===== src/verilog/armCore_params.svh =====
/* Execute core parameters */

`ifndef ARM_CORE_PARAMS_SVH
`define ARM_CORE_PARAMS_SVH

// Datapath
`define DATA_WIDTH    32        // Register and bus word width
`define REG_COUNT     16        // R0 to R15

// Bus word addresses
`define WB_ADR_WIDTH  5         // Covers registers plus two ports
`define ADR_INSTR     16        // Instruction port, write only
`define ADR_FLAGS     17        // NZCV in bits 31 to 28, read only

`endif

===== src/verilog/wbMapPkg.sv =====
/* Wishbone address map types */

`default_nettype none

`include "armCore_params.svh"

package wbMapPkg;

  typedef logic [`WB_ADR_WIDTH-1:0] wbAdrT;

  // What a bus address selects
  typedef enum logic [1:0] {
    targetReg   = 2'b00,  // R0 to R15
    targetInstr = 2'b01,
    targetFlags = 2'b10,
    targetNone  = 2'b11   // Unmapped, reads as zero
  } wbTargetT;

endpackage

`default_nettype wire


===== src/verilog/armIsaPkg.sv =====
/* ARM instruction set types */

`default_nettype none

`include "armCore_params.svh"

package armIsaPkg;

  // Values follow instruction bits 24 to 21
  typedef enum logic [3:0] {
    opAnd = 4'h0,
    opEor = 4'h1,
    opSub = 4'h2,
    opRsb = 4'h3,
    opAdd = 4'h4,
    opAdc = 4'h5,
    opSbc = 4'h6,
    opRsc = 4'h7,
    opTst = 4'h8,
    opTeq = 4'h9,
    opCmp = 4'hA,
    opCmn = 4'hB,
    opOrr = 4'hC,
    opMov = 4'hD,
    opBic = 4'hE,
    opMvn = 4'hF
  } aluOpT;

  typedef enum logic [1:0] {
    shLsl = 2'b00,
    shLsr = 2'b01,
    shAsr = 2'b10,
    shRor = 2'b11
  } shiftModeT;

  typedef enum logic {
    operandImm = 1'b0,  // 8-bit value with 4-bit rotate
    operandReg = 1'b1   // Rm shifted by an immediate amount
  } operandKindT;

  typedef logic [$clog2(`REG_COUNT)-1:0] regIndexT;

  typedef struct packed {
    logic n;
    logic z;
    logic c;
    logic v;
  } flagsT;

endpackage

`default_nettype wire


===== src/verilog/armExecCore.sv =====
/* ARM execute core top level */

`timescale 1ns/1ps
`default_nettype none

`include "armCore_params.svh"

module armExecCore (
  input  logic                    Clk,
  input  logic                    Reset,
  input  logic                    wbCyc,
  input  logic                    wbStb,
  input  logic                    wbWe,
  input  wbMapPkg::wbAdrT         wbAdr,
  input  logic [`DATA_WIDTH-1:0]  wbDatW,
  output logic [`DATA_WIDTH-1:0]  wbDatR,
  output logic                    wbAck
);

  import armIsaPkg::*;

  logic [`DATA_WIDTH-1:0] instr;
  logic                   execute;
  logic                   busWrite;
  regIndexT               busWriteIndex;
  logic [`DATA_WIDTH-1:0] busWriteData;
  regIndexT               busReadIndex;
  logic [`DATA_WIDTH-1:0] busReadData;
  flagsT                  flags;

  aluOpT                  aluOp;
  operandKindT            operandKind;
  shiftModeT              shiftMode;
  logic [4:0]             shiftAmount;
  logic [11:0]            immField;
  regIndexT               rn;
  regIndexT               rm;
  regIndexT               rd;
  logic                   setFlags;
  logic                   writesResult;

  logic [`DATA_WIDTH-1:0] rnValue;
  logic [`DATA_WIDTH-1:0] rmValue;
  logic [`DATA_WIDTH-1:0] operand2;
  logic [`DATA_WIDTH-1:0] result;

  // Input side
  wbSlavePort slave_i (
    .Clk           (Clk),
    .Reset         (Reset),
    .wbCyc         (wbCyc),
    .wbStb         (wbStb),
    .wbWe          (wbWe),
    .wbAdr         (wbAdr),
    .wbDatW        (wbDatW),
    .busReadData   (busReadData),
    .flags         (flags),
    .wbAck         (wbAck),
    .wbDatR        (wbDatR),
    .instr         (instr),
    .execute       (execute),
    .busWrite      (busWrite),
    .busWriteIndex (busWriteIndex),
    .busWriteData  (busWriteData),
    .busReadIndex  (busReadIndex)
  );

  instrDecoder decoder_i (
    .instr        (instr),
    .aluOp        (aluOp),
    .operandKind  (operandKind),
    .shiftMode    (shiftMode),
    .shiftAmount  (shiftAmount),
    .immField     (immField),
    .rn           (rn),
    .rm           (rm),
    .rd           (rd),
    .setFlags     (setFlags),
    .writesResult (writesResult)
  );

  barrelShifter shifter_i (
    .operandKind (operandKind),
    .immField    (immField),
    .shiftMode   (shiftMode),
    .shiftAmount (shiftAmount),
    .rmValue     (rmValue),
    .operand2    (operand2)
  );

  aluFlags alu_i (
    .Clk      (Clk),
    .Reset    (Reset),
    .execute  (execute),
    .aluOp    (aluOp),
    .setFlags (setFlags),
    .a        (rnValue),
    .b        (operand2),
    .result   (result),
    .flags    (flags)
  );

  // Output side
  registerFile regFile_i (
    .Clk           (Clk),
    .Reset         (Reset),
    .busWrite      (busWrite),
    .busWriteIndex (busWriteIndex),
    .busWriteData  (busWriteData),
    .execute       (execute),
    .writesResult  (writesResult),
    .rd            (rd),
    .result        (result),
    .busReadIndex  (busReadIndex),
    .rn            (rn),
    .rm            (rm),
    .busReadData   (busReadData),
    .rnValue       (rnValue),
    .rmValue       (rmValue)
  );

endmodule

`default_nettype wire


===== src/verilog/registerFile.sv =====
/* Three-read-port register file */

`timescale 1ns/1ps
`default_nettype none

`include "armCore_params.svh"

module registerFile (
  input  logic                    Clk,
  input  logic                    Reset,
  input  logic                    busWrite,
  input  armIsaPkg::regIndexT     busWriteIndex,
  input  logic [`DATA_WIDTH-1:0]  busWriteData,
  input  logic                    execute,
  input  logic                    writesResult,
  input  armIsaPkg::regIndexT     rd,
  input  logic [`DATA_WIDTH-1:0]  result,
  input  armIsaPkg::regIndexT     busReadIndex,
  input  armIsaPkg::regIndexT     rn,
  input  armIsaPkg::regIndexT     rm,
  output logic [`DATA_WIDTH-1:0]  busReadData,
  output logic [`DATA_WIDTH-1:0]  rnValue,
  output logic [`DATA_WIDTH-1:0]  rmValue
);

  import armIsaPkg::*;

  logic [`DATA_WIDTH-1:0] regs [`REG_COUNT];
  logic                   writeEnable;
  regIndexT               writeIndex;
  logic [`DATA_WIDTH-1:0] writeData;

  // Bus write and ALU writeback share one port
  assign writeEnable = busWrite || (execute && writesResult);
  assign writeIndex  = busWrite ? busWriteIndex : rd;
  assign writeData   = busWrite ? busWriteData : result;

  always_ff @(posedge Clk or posedge Reset) begin
    if (Reset) begin
      for (int i = 0; i < `REG_COUNT; i++) begin
        regs[i] <= '0;
      end
    end else if (writeEnable) begin
      regs[writeIndex] <= writeData;
    end
  end

  assign busReadData = regs[busReadIndex];
  assign rnValue     = regs[rn];
  assign rmValue     = regs[rm];

  writePortExclusive: assert property (@(posedge Clk) disable iff (Reset)
    !(busWrite && execute));

endmodule

`default_nettype wire


===== src/verilog/aluFlags.sv =====
/* ALU with NZCV flag register */

`timescale 1ns/1ps
`default_nettype none

`include "armCore_params.svh"

module aluFlags (
  input  logic                    Clk,
  input  logic                    Reset,
  input  logic                    execute,
  input  armIsaPkg::aluOpT        aluOp,
  input  logic                    setFlags,
  input  logic [`DATA_WIDTH-1:0]  a,
  input  logic [`DATA_WIDTH-1:0]  b,
  output logic [`DATA_WIDTH-1:0]  result,
  output armIsaPkg::flagsT        flags
);

  import armIsaPkg::*;

  logic [`DATA_WIDTH-1:0] addA;
  logic [`DATA_WIDTH-1:0] addB;
  logic                   carryIn;
  logic                   isArith;
  logic [`DATA_WIDTH:0]   sum;
  logic                   overflow;
  flagsT                  nextFlags;

  // Subtraction adds the inverted operand, so carry means no borrow
  always_comb begin
    addA    = a;
    addB    = b;
    carryIn = 1'b0;
    isArith = 1'b1;
    case (aluOp)
      opAdd, opCmn: carryIn = 1'b0;
      opAdc:        carryIn = flags.c;
      opSub, opCmp: begin
        addB    = ~b;
        carryIn = 1'b1;
      end
      opSbc: begin
        addB    = ~b;
        carryIn = flags.c;  // Borrow is not C
      end
      opRsb: begin
        addA    = b;
        addB    = ~a;
        carryIn = 1'b1;
      end
      opRsc: begin
        addA    = b;
        addB    = ~a;
        carryIn = flags.c;
      end
      default: isArith = 1'b0;
    endcase
  end

  assign sum      = {1'b0, addA} + {1'b0, addB} + {{`DATA_WIDTH{1'b0}}, carryIn};
  assign overflow = (addA[`DATA_WIDTH-1] == addB[`DATA_WIDTH-1]) &&
                    (sum[`DATA_WIDTH-1] != addA[`DATA_WIDTH-1]);

  always_comb begin
    case (aluOp)
      opAnd, opTst: result = a & b;
      opEor, opTeq: result = a ^ b;
      opOrr:        result = a | b;
      opMov:        result = b;
      opBic:        result = a & ~b;
      opMvn:        result = ~b;
      default:      result = sum[`DATA_WIDTH-1:0];  // All arithmetic ops
    endcase
  end

  always_comb begin
    nextFlags.n = result[`DATA_WIDTH-1];
    nextFlags.z = (result == '0);
    nextFlags.c = isArith ? sum[`DATA_WIDTH] : flags.c;  // Logical ops keep C and V
    nextFlags.v = isArith ? overflow : flags.v;
  end

  always_ff @(posedge Clk or posedge Reset) begin
    if (Reset) begin
      flags <= '0;
    end else if (execute && setFlags) begin
      flags <= nextFlags;
    end
  end

endmodule

`default_nettype wire


===== src/verilog/barrelShifter.sv =====
/* Second operand shifter */

`timescale 1ns/1ps
`default_nettype none

`include "armCore_params.svh"

module barrelShifter (
  input  armIsaPkg::operandKindT  operandKind,
  input  logic [11:0]             immField,
  input  armIsaPkg::shiftModeT    shiftMode,
  input  logic [4:0]              shiftAmount,
  input  logic [`DATA_WIDTH-1:0]  rmValue,
  output logic [`DATA_WIDTH-1:0]  operand2
);

  import armIsaPkg::*;

  logic [4:0]             rotAmount;
  logic [`DATA_WIDTH-1:0] immValue;
  logic [`DATA_WIDTH-1:0] shifted;

  function automatic logic [`DATA_WIDTH-1:0] rotateRight(
    input logic [`DATA_WIDTH-1:0] value,
    input logic [4:0]             amount
  );
    logic [2*`DATA_WIDTH-1:0] pair;
    pair = {value, value} >> amount;
    return pair[`DATA_WIDTH-1:0];
  endfunction

  assign rotAmount = {immField[11:8], 1'b0};  // Twice the rotate field
  assign immValue  = rotateRight({{(`DATA_WIDTH-8){1'b0}}, immField[7:0]}, rotAmount);

  always_comb begin
    if (shiftAmount == 5'd0) begin
      shifted = rmValue;  // Zero amount passes Rm through
    end else begin
      case (shiftMode)
        shLsl:   shifted = rmValue << shiftAmount;
        shLsr:   shifted = rmValue >> shiftAmount;
        shAsr:   shifted = $signed(rmValue) >>> shiftAmount;
        default: shifted = rotateRight(rmValue, shiftAmount);  // ROR
      endcase
    end
  end

  assign operand2 = (operandKind == operandImm) ? immValue : shifted;

endmodule

`default_nettype wire


===== src/verilog/instrDecoder.sv =====
/* Data-processing decoder */

`timescale 1ns/1ps
`default_nettype none

`include "armCore_params.svh"

module instrDecoder (
  input  logic [`DATA_WIDTH-1:0]  instr,
  output armIsaPkg::aluOpT        aluOp,
  output armIsaPkg::operandKindT  operandKind,
  output armIsaPkg::shiftModeT    shiftMode,
  output logic [4:0]              shiftAmount,
  output logic [11:0]             immField,
  output armIsaPkg::regIndexT     rn,
  output armIsaPkg::regIndexT     rm,
  output armIsaPkg::regIndexT     rd,
  output logic                    setFlags,
  output logic                    writesResult
);

  import armIsaPkg::*;

  logic isImmForm;
  logic isRegForm;
  logic supported;
  logic isCompare;

  // Bit 4 set would be a register-specified shift
  assign isImmForm = (instr[27:25] == 3'b001);
  assign isRegForm = (instr[27:25] == 3'b000) && !instr[4];
  assign supported = isImmForm || isRegForm;

  // Operand and register fields
  assign aluOp       = aluOpT'(instr[24:21]);
  assign operandKind = isImmForm ? operandImm : operandReg;
  assign shiftMode   = shiftModeT'(instr[6:5]);
  assign shiftAmount = instr[11:7];
  assign immField    = instr[11:0];  // Rotate in 11:8, value in 7:0
  assign rn          = instr[19:16];
  assign rd          = instr[15:12];
  assign rm          = instr[3:0];

  always_comb begin
    case (aluOp)
      opTst, opTeq, opCmp, opCmn: isCompare = 1'b1;
      default:                    isCompare = 1'b0;
    endcase
  end

  // Unsupported encodings neither write nor touch NZCV
  always_comb begin
    if (!supported) begin
      writesResult = 1'b0;
      setFlags     = 1'b0;
    end else if (isCompare) begin
      writesResult = 1'b0;
      setFlags     = 1'b1;  // Compares always update flags
    end else begin
      writesResult = 1'b1;
      setFlags     = instr[20];  // S bit
    end
  end

endmodule

`default_nettype wire


===== src/verilog/wbSlavePort.sv =====
/* Wishbone classic slave port */

`timescale 1ns/1ps
`default_nettype none

`include "armCore_params.svh"

module wbSlavePort (
  input  logic                    Clk,
  input  logic                    Reset,
  input  logic                    wbCyc,
  input  logic                    wbStb,
  input  logic                    wbWe,
  input  wbMapPkg::wbAdrT         wbAdr,
  input  logic [`DATA_WIDTH-1:0]  wbDatW,
  input  logic [`DATA_WIDTH-1:0]  busReadData,
  input  armIsaPkg::flagsT        flags,
  output logic                    wbAck,
  output logic [`DATA_WIDTH-1:0]  wbDatR,
  output logic [`DATA_WIDTH-1:0]  instr,
  output logic                    execute,
  output logic                    busWrite,
  output armIsaPkg::regIndexT     busWriteIndex,
  output logic [`DATA_WIDTH-1:0]  busWriteData,
  output armIsaPkg::regIndexT     busReadIndex
);

  import armIsaPkg::*;
  import wbMapPkg::*;

  wbTargetT               target;
  logic                   request;
  logic [`DATA_WIDTH-1:0] readWord;

  assign request      = wbCyc && wbStb && !wbAck;  // New request, not yet acked
  assign busReadIndex = wbAdr[$bits(regIndexT)-1:0];

  always_comb begin
    if (wbAdr < `REG_COUNT) begin
      target = targetReg;
    end else if (wbAdr == `ADR_INSTR) begin
      target = targetInstr;
    end else if (wbAdr == `ADR_FLAGS) begin
      target = targetFlags;
    end else begin
      target = targetNone;
    end
  end

  always_comb begin
    case (target)
      targetReg:   readWord = busReadData;
      targetFlags: readWord = {flags, {(`DATA_WIDTH - $bits(flagsT)){1'b0}}};
      default:     readWord = '0;  // Instruction port and unmapped
    endcase
  end

  always_ff @(posedge Clk or posedge Reset) begin
    if (Reset) begin
      wbAck    <= 1'b0;
      execute  <= 1'b0;
      busWrite <= 1'b0;
      wbDatR   <= '0;
    end else begin
      wbAck    <= request;  // One cycle after the request is seen
      execute  <= request && wbWe && (target == targetInstr);
      busWrite <= request && wbWe && (target == targetReg);
      if (request && !wbWe) begin
        wbDatR <= readWord;
      end
    end
  end

  always_ff @(posedge Clk) begin
    if (request && wbWe && (target == targetReg)) begin
      busWriteIndex <= wbAdr[$bits(regIndexT)-1:0];
      busWriteData  <= wbDatW;
    end
    if (request && wbWe && (target == targetInstr)) begin
      instr <= wbDatW;  // Held for the execute cycle
    end
  end

  ackSinglePulse: assert property (@(posedge Clk) disable iff (Reset) wbAck |=> !wbAck);

endmodule

`default_nettype wire


===== config.mk =====
export PLATFORM = sky130hd
export DESIGN_NAME = armExecCore
export DESIGN_NICKNAME = d
export VERILOG_FILES = /design/src/verilog/wbMapPkg.sv /design/src/verilog/armIsaPkg.sv /design/src/verilog/armExecCore.sv /design/src/verilog/registerFile.sv /design/src/verilog/aluFlags.sv /design/src/verilog/barrelShifter.sv /design/src/verilog/instrDecoder.sv /design/src/verilog/wbSlavePort.sv
export VERILOG_INCLUDE_DIRS = /design/src /design/src/verilog
export SDC_FILE = /design/constraint.sdc
export NUM_CORES = 2
export LEC_CHECK = 0
export BUFFER_PORTS_ARGS = -buffer_cell sky130_fd_sc_hd__buf_2
export CORE_MARGIN = 4
export CORE_UTILIZATION = 55
export CTS_CLUSTER_DIAMETER = 80
export DETAILED_ROUTE_END_ITERATION = 10
export PLACE_DENSITY = 0.71
export REMOVE_ABC_BUFFERS = 1
export SYNTH_ARGS = -nofsm -noshare
export SYNTH_HDL_FRONTEND = slang
export SYNTH_SLANG_ARGS = --single-unit

===== constraint.sdc =====
create_clock -name Clk -period 27.3 [get_ports Clk]
set_input_delay 4.095 -clock Clk [delete_from_list [all_inputs] [get_ports Clk]]
set_output_delay 4.095 -clock Clk [all_outputs]
set_load 0.005 [all_outputs]

==> run summary <==
The synthesized design contains 615 register bits. At the worst endpoint, the required time is 27,760 ps. The logs give 11,210 ps for the critical path arrival and 0.3339 for the sequential cell area fraction in the yosys report. After legalization and detailed placement, the total HPWL measured 151.6 mm. In this run the vertical extent of the chip is 300.5 um.

The startpoint identified for the worst hold timing path is slave_i.wbAck. The total wire length after detailed routing came out at 214.4 mm. After clock tree synthesis, the clock-pin slew on the worst setup and hold paths is 60 ps. Layout cell share with drive strength beyond 1: 0.2274. The achievable frequency is 0.09302 GHz.

The count of input and output buffers came out at 74. Yosys instantiated no cell more often than sky130_fd_sc_hd__dfrtp_1. The netlist uses 111 different library cells.

The run gives 0 as the final hold violation count. Counting instances in the post-synthesis netlist gives the leading cell types as sky130_fd_sc_hd__dfrtp_1, sky130_fd_sc_hd__nor2_1, sky130_fd_sc_hd__a21oi_1. Summing all multi-input logic gate instances after layout gives 29,200 um^2.

The logs give 70 for the number of buffers inserted during clock tree synthesis and 0 ps for the final total negative setup slack. TritonCTS built the clock tree. The run gives 10 as the initial antenna violation count. The biggest area contributor in the post-synthesis netlist is sky130_fd_sc_hd__dfrtp_1. The final design instance area without fill was 50,500 um^2; the number of warnings reported in the yosys synthesis log was 0. The die covers 90,290 um^2. The wire length of the first global-routing pass is 304.5 mm, and the max-slew violation count is 1. The flow ran to the end, but the final reports show violations. The clock tree synthesis step divided the H-tree into 3 levels. From synthesis to final layout, the design area changed by 7.329%. The cell area that synthesis handed to floorplanning was 47,050 um^2. The routed via count divided by cell count is 7.612, and the length of the first detailed-routing pass in iterations is 6. For this run, the post-layout net count is 4,586. The worst hold path cell count came out at 1. For this run, the leading register cell type out of synthesis is sky130_fd_sc_hd__dfrtp_1. The path with the worst hold slack has its endpoint at slave_i.wbAck. On the final layout, the worst clock skew is 48.95 ps.

Setup repair after global routing left no endpoint under its margin. The maximum number of pins on one net before global-route repair is 97, and the power per unit of standard cell area is 44.83 nW/um^2. The logs give 0.455 for the portion of total power attributed to sequential cells and 48,270 um^2 for the instance area at placement. Counting cells, the worst reg-to-reg path comes to 28. The async set-or-reset flop fraction in the synthesized netlist is 0.8959.

The logs give 0.4708 for the overall global routing resource usage and 1.116 for the final weighted congestion in routability-driven placement. The run gives 0 as the post-cts sizing count. The share of the synthesized area in the top cell type came out at 0.2931. The startpoint identified for the worst register-to-register timing path is slave_i.instr[3]. Summed over all nets, the switching power comes to 636.3 uW. Capturing point of the worst reg2reg path: regFile_i.regs[351]. For the maximum clock path buffer count, the log shows 3. In this run the mean area of a mapped cell was 10.23 um^2.

The total area inside the core boundary comes to 85,010 um^2. The detail route stage leaves a number of antenna-violating nets equal to 0. The count of flip-flops with a built-in enable after synthesis is 64. The internal power of the cells totals 1.627 mW. The tightest min-delay check is of the reg -> reg type. On the worst path, the slowest cell contributes a delay of 970 ps. The analysis attributes to cell leakage a power of 20.98 nW.

The checks that failed: capacitance limit, slew limit. Transition time at the pin with the least slew margin: 1490 ps. Summing all flip-flop and latch instances after layout gives 15,710 um^2. The clock reaches the later pin of the worst-skew pair after 680 ps.

X dimension of the die: 300.5 um. For this block, the initial DRC count from the detailed router was 6,790. For the initial core utilization, the log shows 0.5534.

Ranked by total cell area, the synthesized netlist is headed by sky130_fd_sc_hd__dfrtp_1, sky130_fd_sc_hd__mux4_2, sky130_fd_sc_hd__mux2i_1. After floorplanning, the core was divided into 107 placement rows. Number of primary I/O pins: 75.

Setup violations remaining at the end of the flow were counted as 0. The tools report the clock sink count as 615. The final route contains 43,270 vias.

The run gives 0.408 as the power share of the clock group. The final critical-path share of the clock period is 0.3938. Of all nets on the critical path, the largest fanout is 57. The minimum setup slack among reg-to-reg paths was 16,550 ps. The switching fraction of total power was 0.2811. Combinational power share: 0.137. Cell with the largest stage delay on the worst path: sky130_fd_sc_hd__a21oi_1. The worst setup path is captured at a register.

The tools report the total of fill cells in the finished design as 7,052. After detailed routing, the average wire length per cell comes to 37.72 um. The max capacitance violation total came out at 1.

The total overflow left after global routing is 0. The run gives 4,597 as the number of standard cells after synthesis. The number of global-route vias before repair came out at 40,950. The max-slew headroom at the worst pin came out at -0.001535.

STA classifies the critical path startpoint as a register. For the hold-fix buffer count after cts, the log shows 0. The critical path class was reg -> reg.

The DRC violation count after routing was 0; the post-route minimum period was 10,750 ps. The number of buffers inserted to repair setup after CTS was 0; the worst voltage drop across the vdd grid was 0.05742 mV. The tree is rooted in a sky130_fd_sc_hd__clkbuf_16.
==> critical path: cells and delay by family (launching register included) <==
family / cells / cell delay (ps)
compound gates: 16 / 5810
fa+ha+maj: 1 / 250
buf+inv: 2 / 1320
flops: 1 / 350
mux: 4 / 1880
simple gates: 5 / 830
==> cells by family after synthesis <==
logic type / synth area share
AO/OA/AOI/OAI: 0.1831
buffers and inverters: 0.04882
AND/OR/NAND/NOR: 0.1074
XOR/XNOR: 0.005771
flip-flops: 0.3339
multiplexers: 0.3034
adder cells (fa/ha/maj): 0.01760
==> power by group through the flow <==
stage / combinational, mW / clock [mW] / sequential [mW]
2_1_floorplan: 0.198 / 0 / 1.02
3_3_place_gp: 0.294 / 0 / 1.04
3_5_place_dp: 0.300 / 0 / 1.04
4_1_cts: 0.302 / 0.928 / 1.03
5_1_grt: 0.329 / 0.972 / 1.03
6_report: 0.310 / 0.924 / 1.03
==> cell type report <==
class,count,share of cell area
flip-flops and latches,615,0.3111
inverters,83,0.006318
multi-input cells,3478,0.5782
clock buffers,99,0.03905
well taps,1144,0.02834
repair buffers,231,0.03179
diodes,6,0.0002973
clock inverters,28,0.004881
==> cell usage in the layout (no fill, tap or decap), drive strengths merged, types with 23 or more instances in the layout <==
| cell type | synthesis | layout |
|---|---|---|
| a211oi | 33 | 33 |
| a21o | 24 | 24 |
| a21oi | 413 | 413 |
| a221oi | 23 | 23 |
| a22o | 45 | 45 |
| a22oi | 89 | 89 |
| a31oi | 36 | 36 |
| and2 | 27 | 27 |
| buf | 125 | 231 |
| clkbuf | 296 | 99 |
| dfrtp | 551 | 551 |
| edfxtp | 64 | 64 |
| ha | 63 | 63 |
| inv | 77 | 85 |
| mux2 | 209 | 209 |
| mux2i | 260 | 260 |
| mux4 | 412 | 412 |
| nand2 | 378 | 378 |
| nand3 | 86 | 86 |
| nor2 | 489 | 489 |
| nor2b | 25 | 25 |
| nor3 | 48 | 48 |
| o211ai | 44 | 44 |
| o21ai | 308 | 308 |
| o22ai | 51 | 51 |
==> metal layers <==
metal,vias to the layer above,GRT usage,share of wire
met5,-,0,0.00021
met4,6,0.2809,0.074
met3,720,0.1806,0.14
met2,3407,0.6668,0.42
met1,21710,0.6157,0.37
li1,17430,-,-
==> flip-flops by register name (all words and copies together) (netlist names) <==
register / flops
regFile_i.regs: 512
slave_i.busWriteData: 32
slave_i.wbDatR: 32
slave_i.instr: 28
alu_i.flags: 4
slave_i.busWriteIndex: 4
slave_i.busWrite: 1
slave_i.execute: 1
slave_i.wbAck: 1
==> per-stage QoR <==
| step | std cells | hold WS [ps] | utilization | worst slack [ps] | power, mW |
|---|---|---|---|---|---|
| global route | 5678 | 484.5 | 0.5938 | 15830 | 2.335 |
| global placement | 5551 | 434.1 | 0.5677 | 17120 | 1.333 |
| CTS | 5678 | 467.2 | 0.5938 | 16850 | 2.256 |
| floorplan | 4176 | 448.9 | - | 7799 | 1.222 |
| detailed placement | 5551 | 457.2 | 0.5677 | 16910 | 1.342 |
| finish | 5684 | 465.6 | 0.5940 | 16550 | 2.264 |
==> worst max-delay path by stage <==
stage                     slack (ps)             endpoint  depth (start not counted)             start
after floorplan                 7800       alu_i.flags[0]                          1             Reset
after global placement         17120   regFile_i.regs[31]                         28  slave_i.instr[3]
final                          16550  regFile_i.regs[351]                         28  slave_i.instr[3]
after global routing           15830   regFile_i.regs[31]                         28  slave_i.instr[3]
after CTS                      16850  regFile_i.regs[351]                         28  slave_i.instr[3]
after detailed placement       16910  regFile_i.regs[351]                         28  slave_i.instr[3]
(Power assumes the default switching activity.)
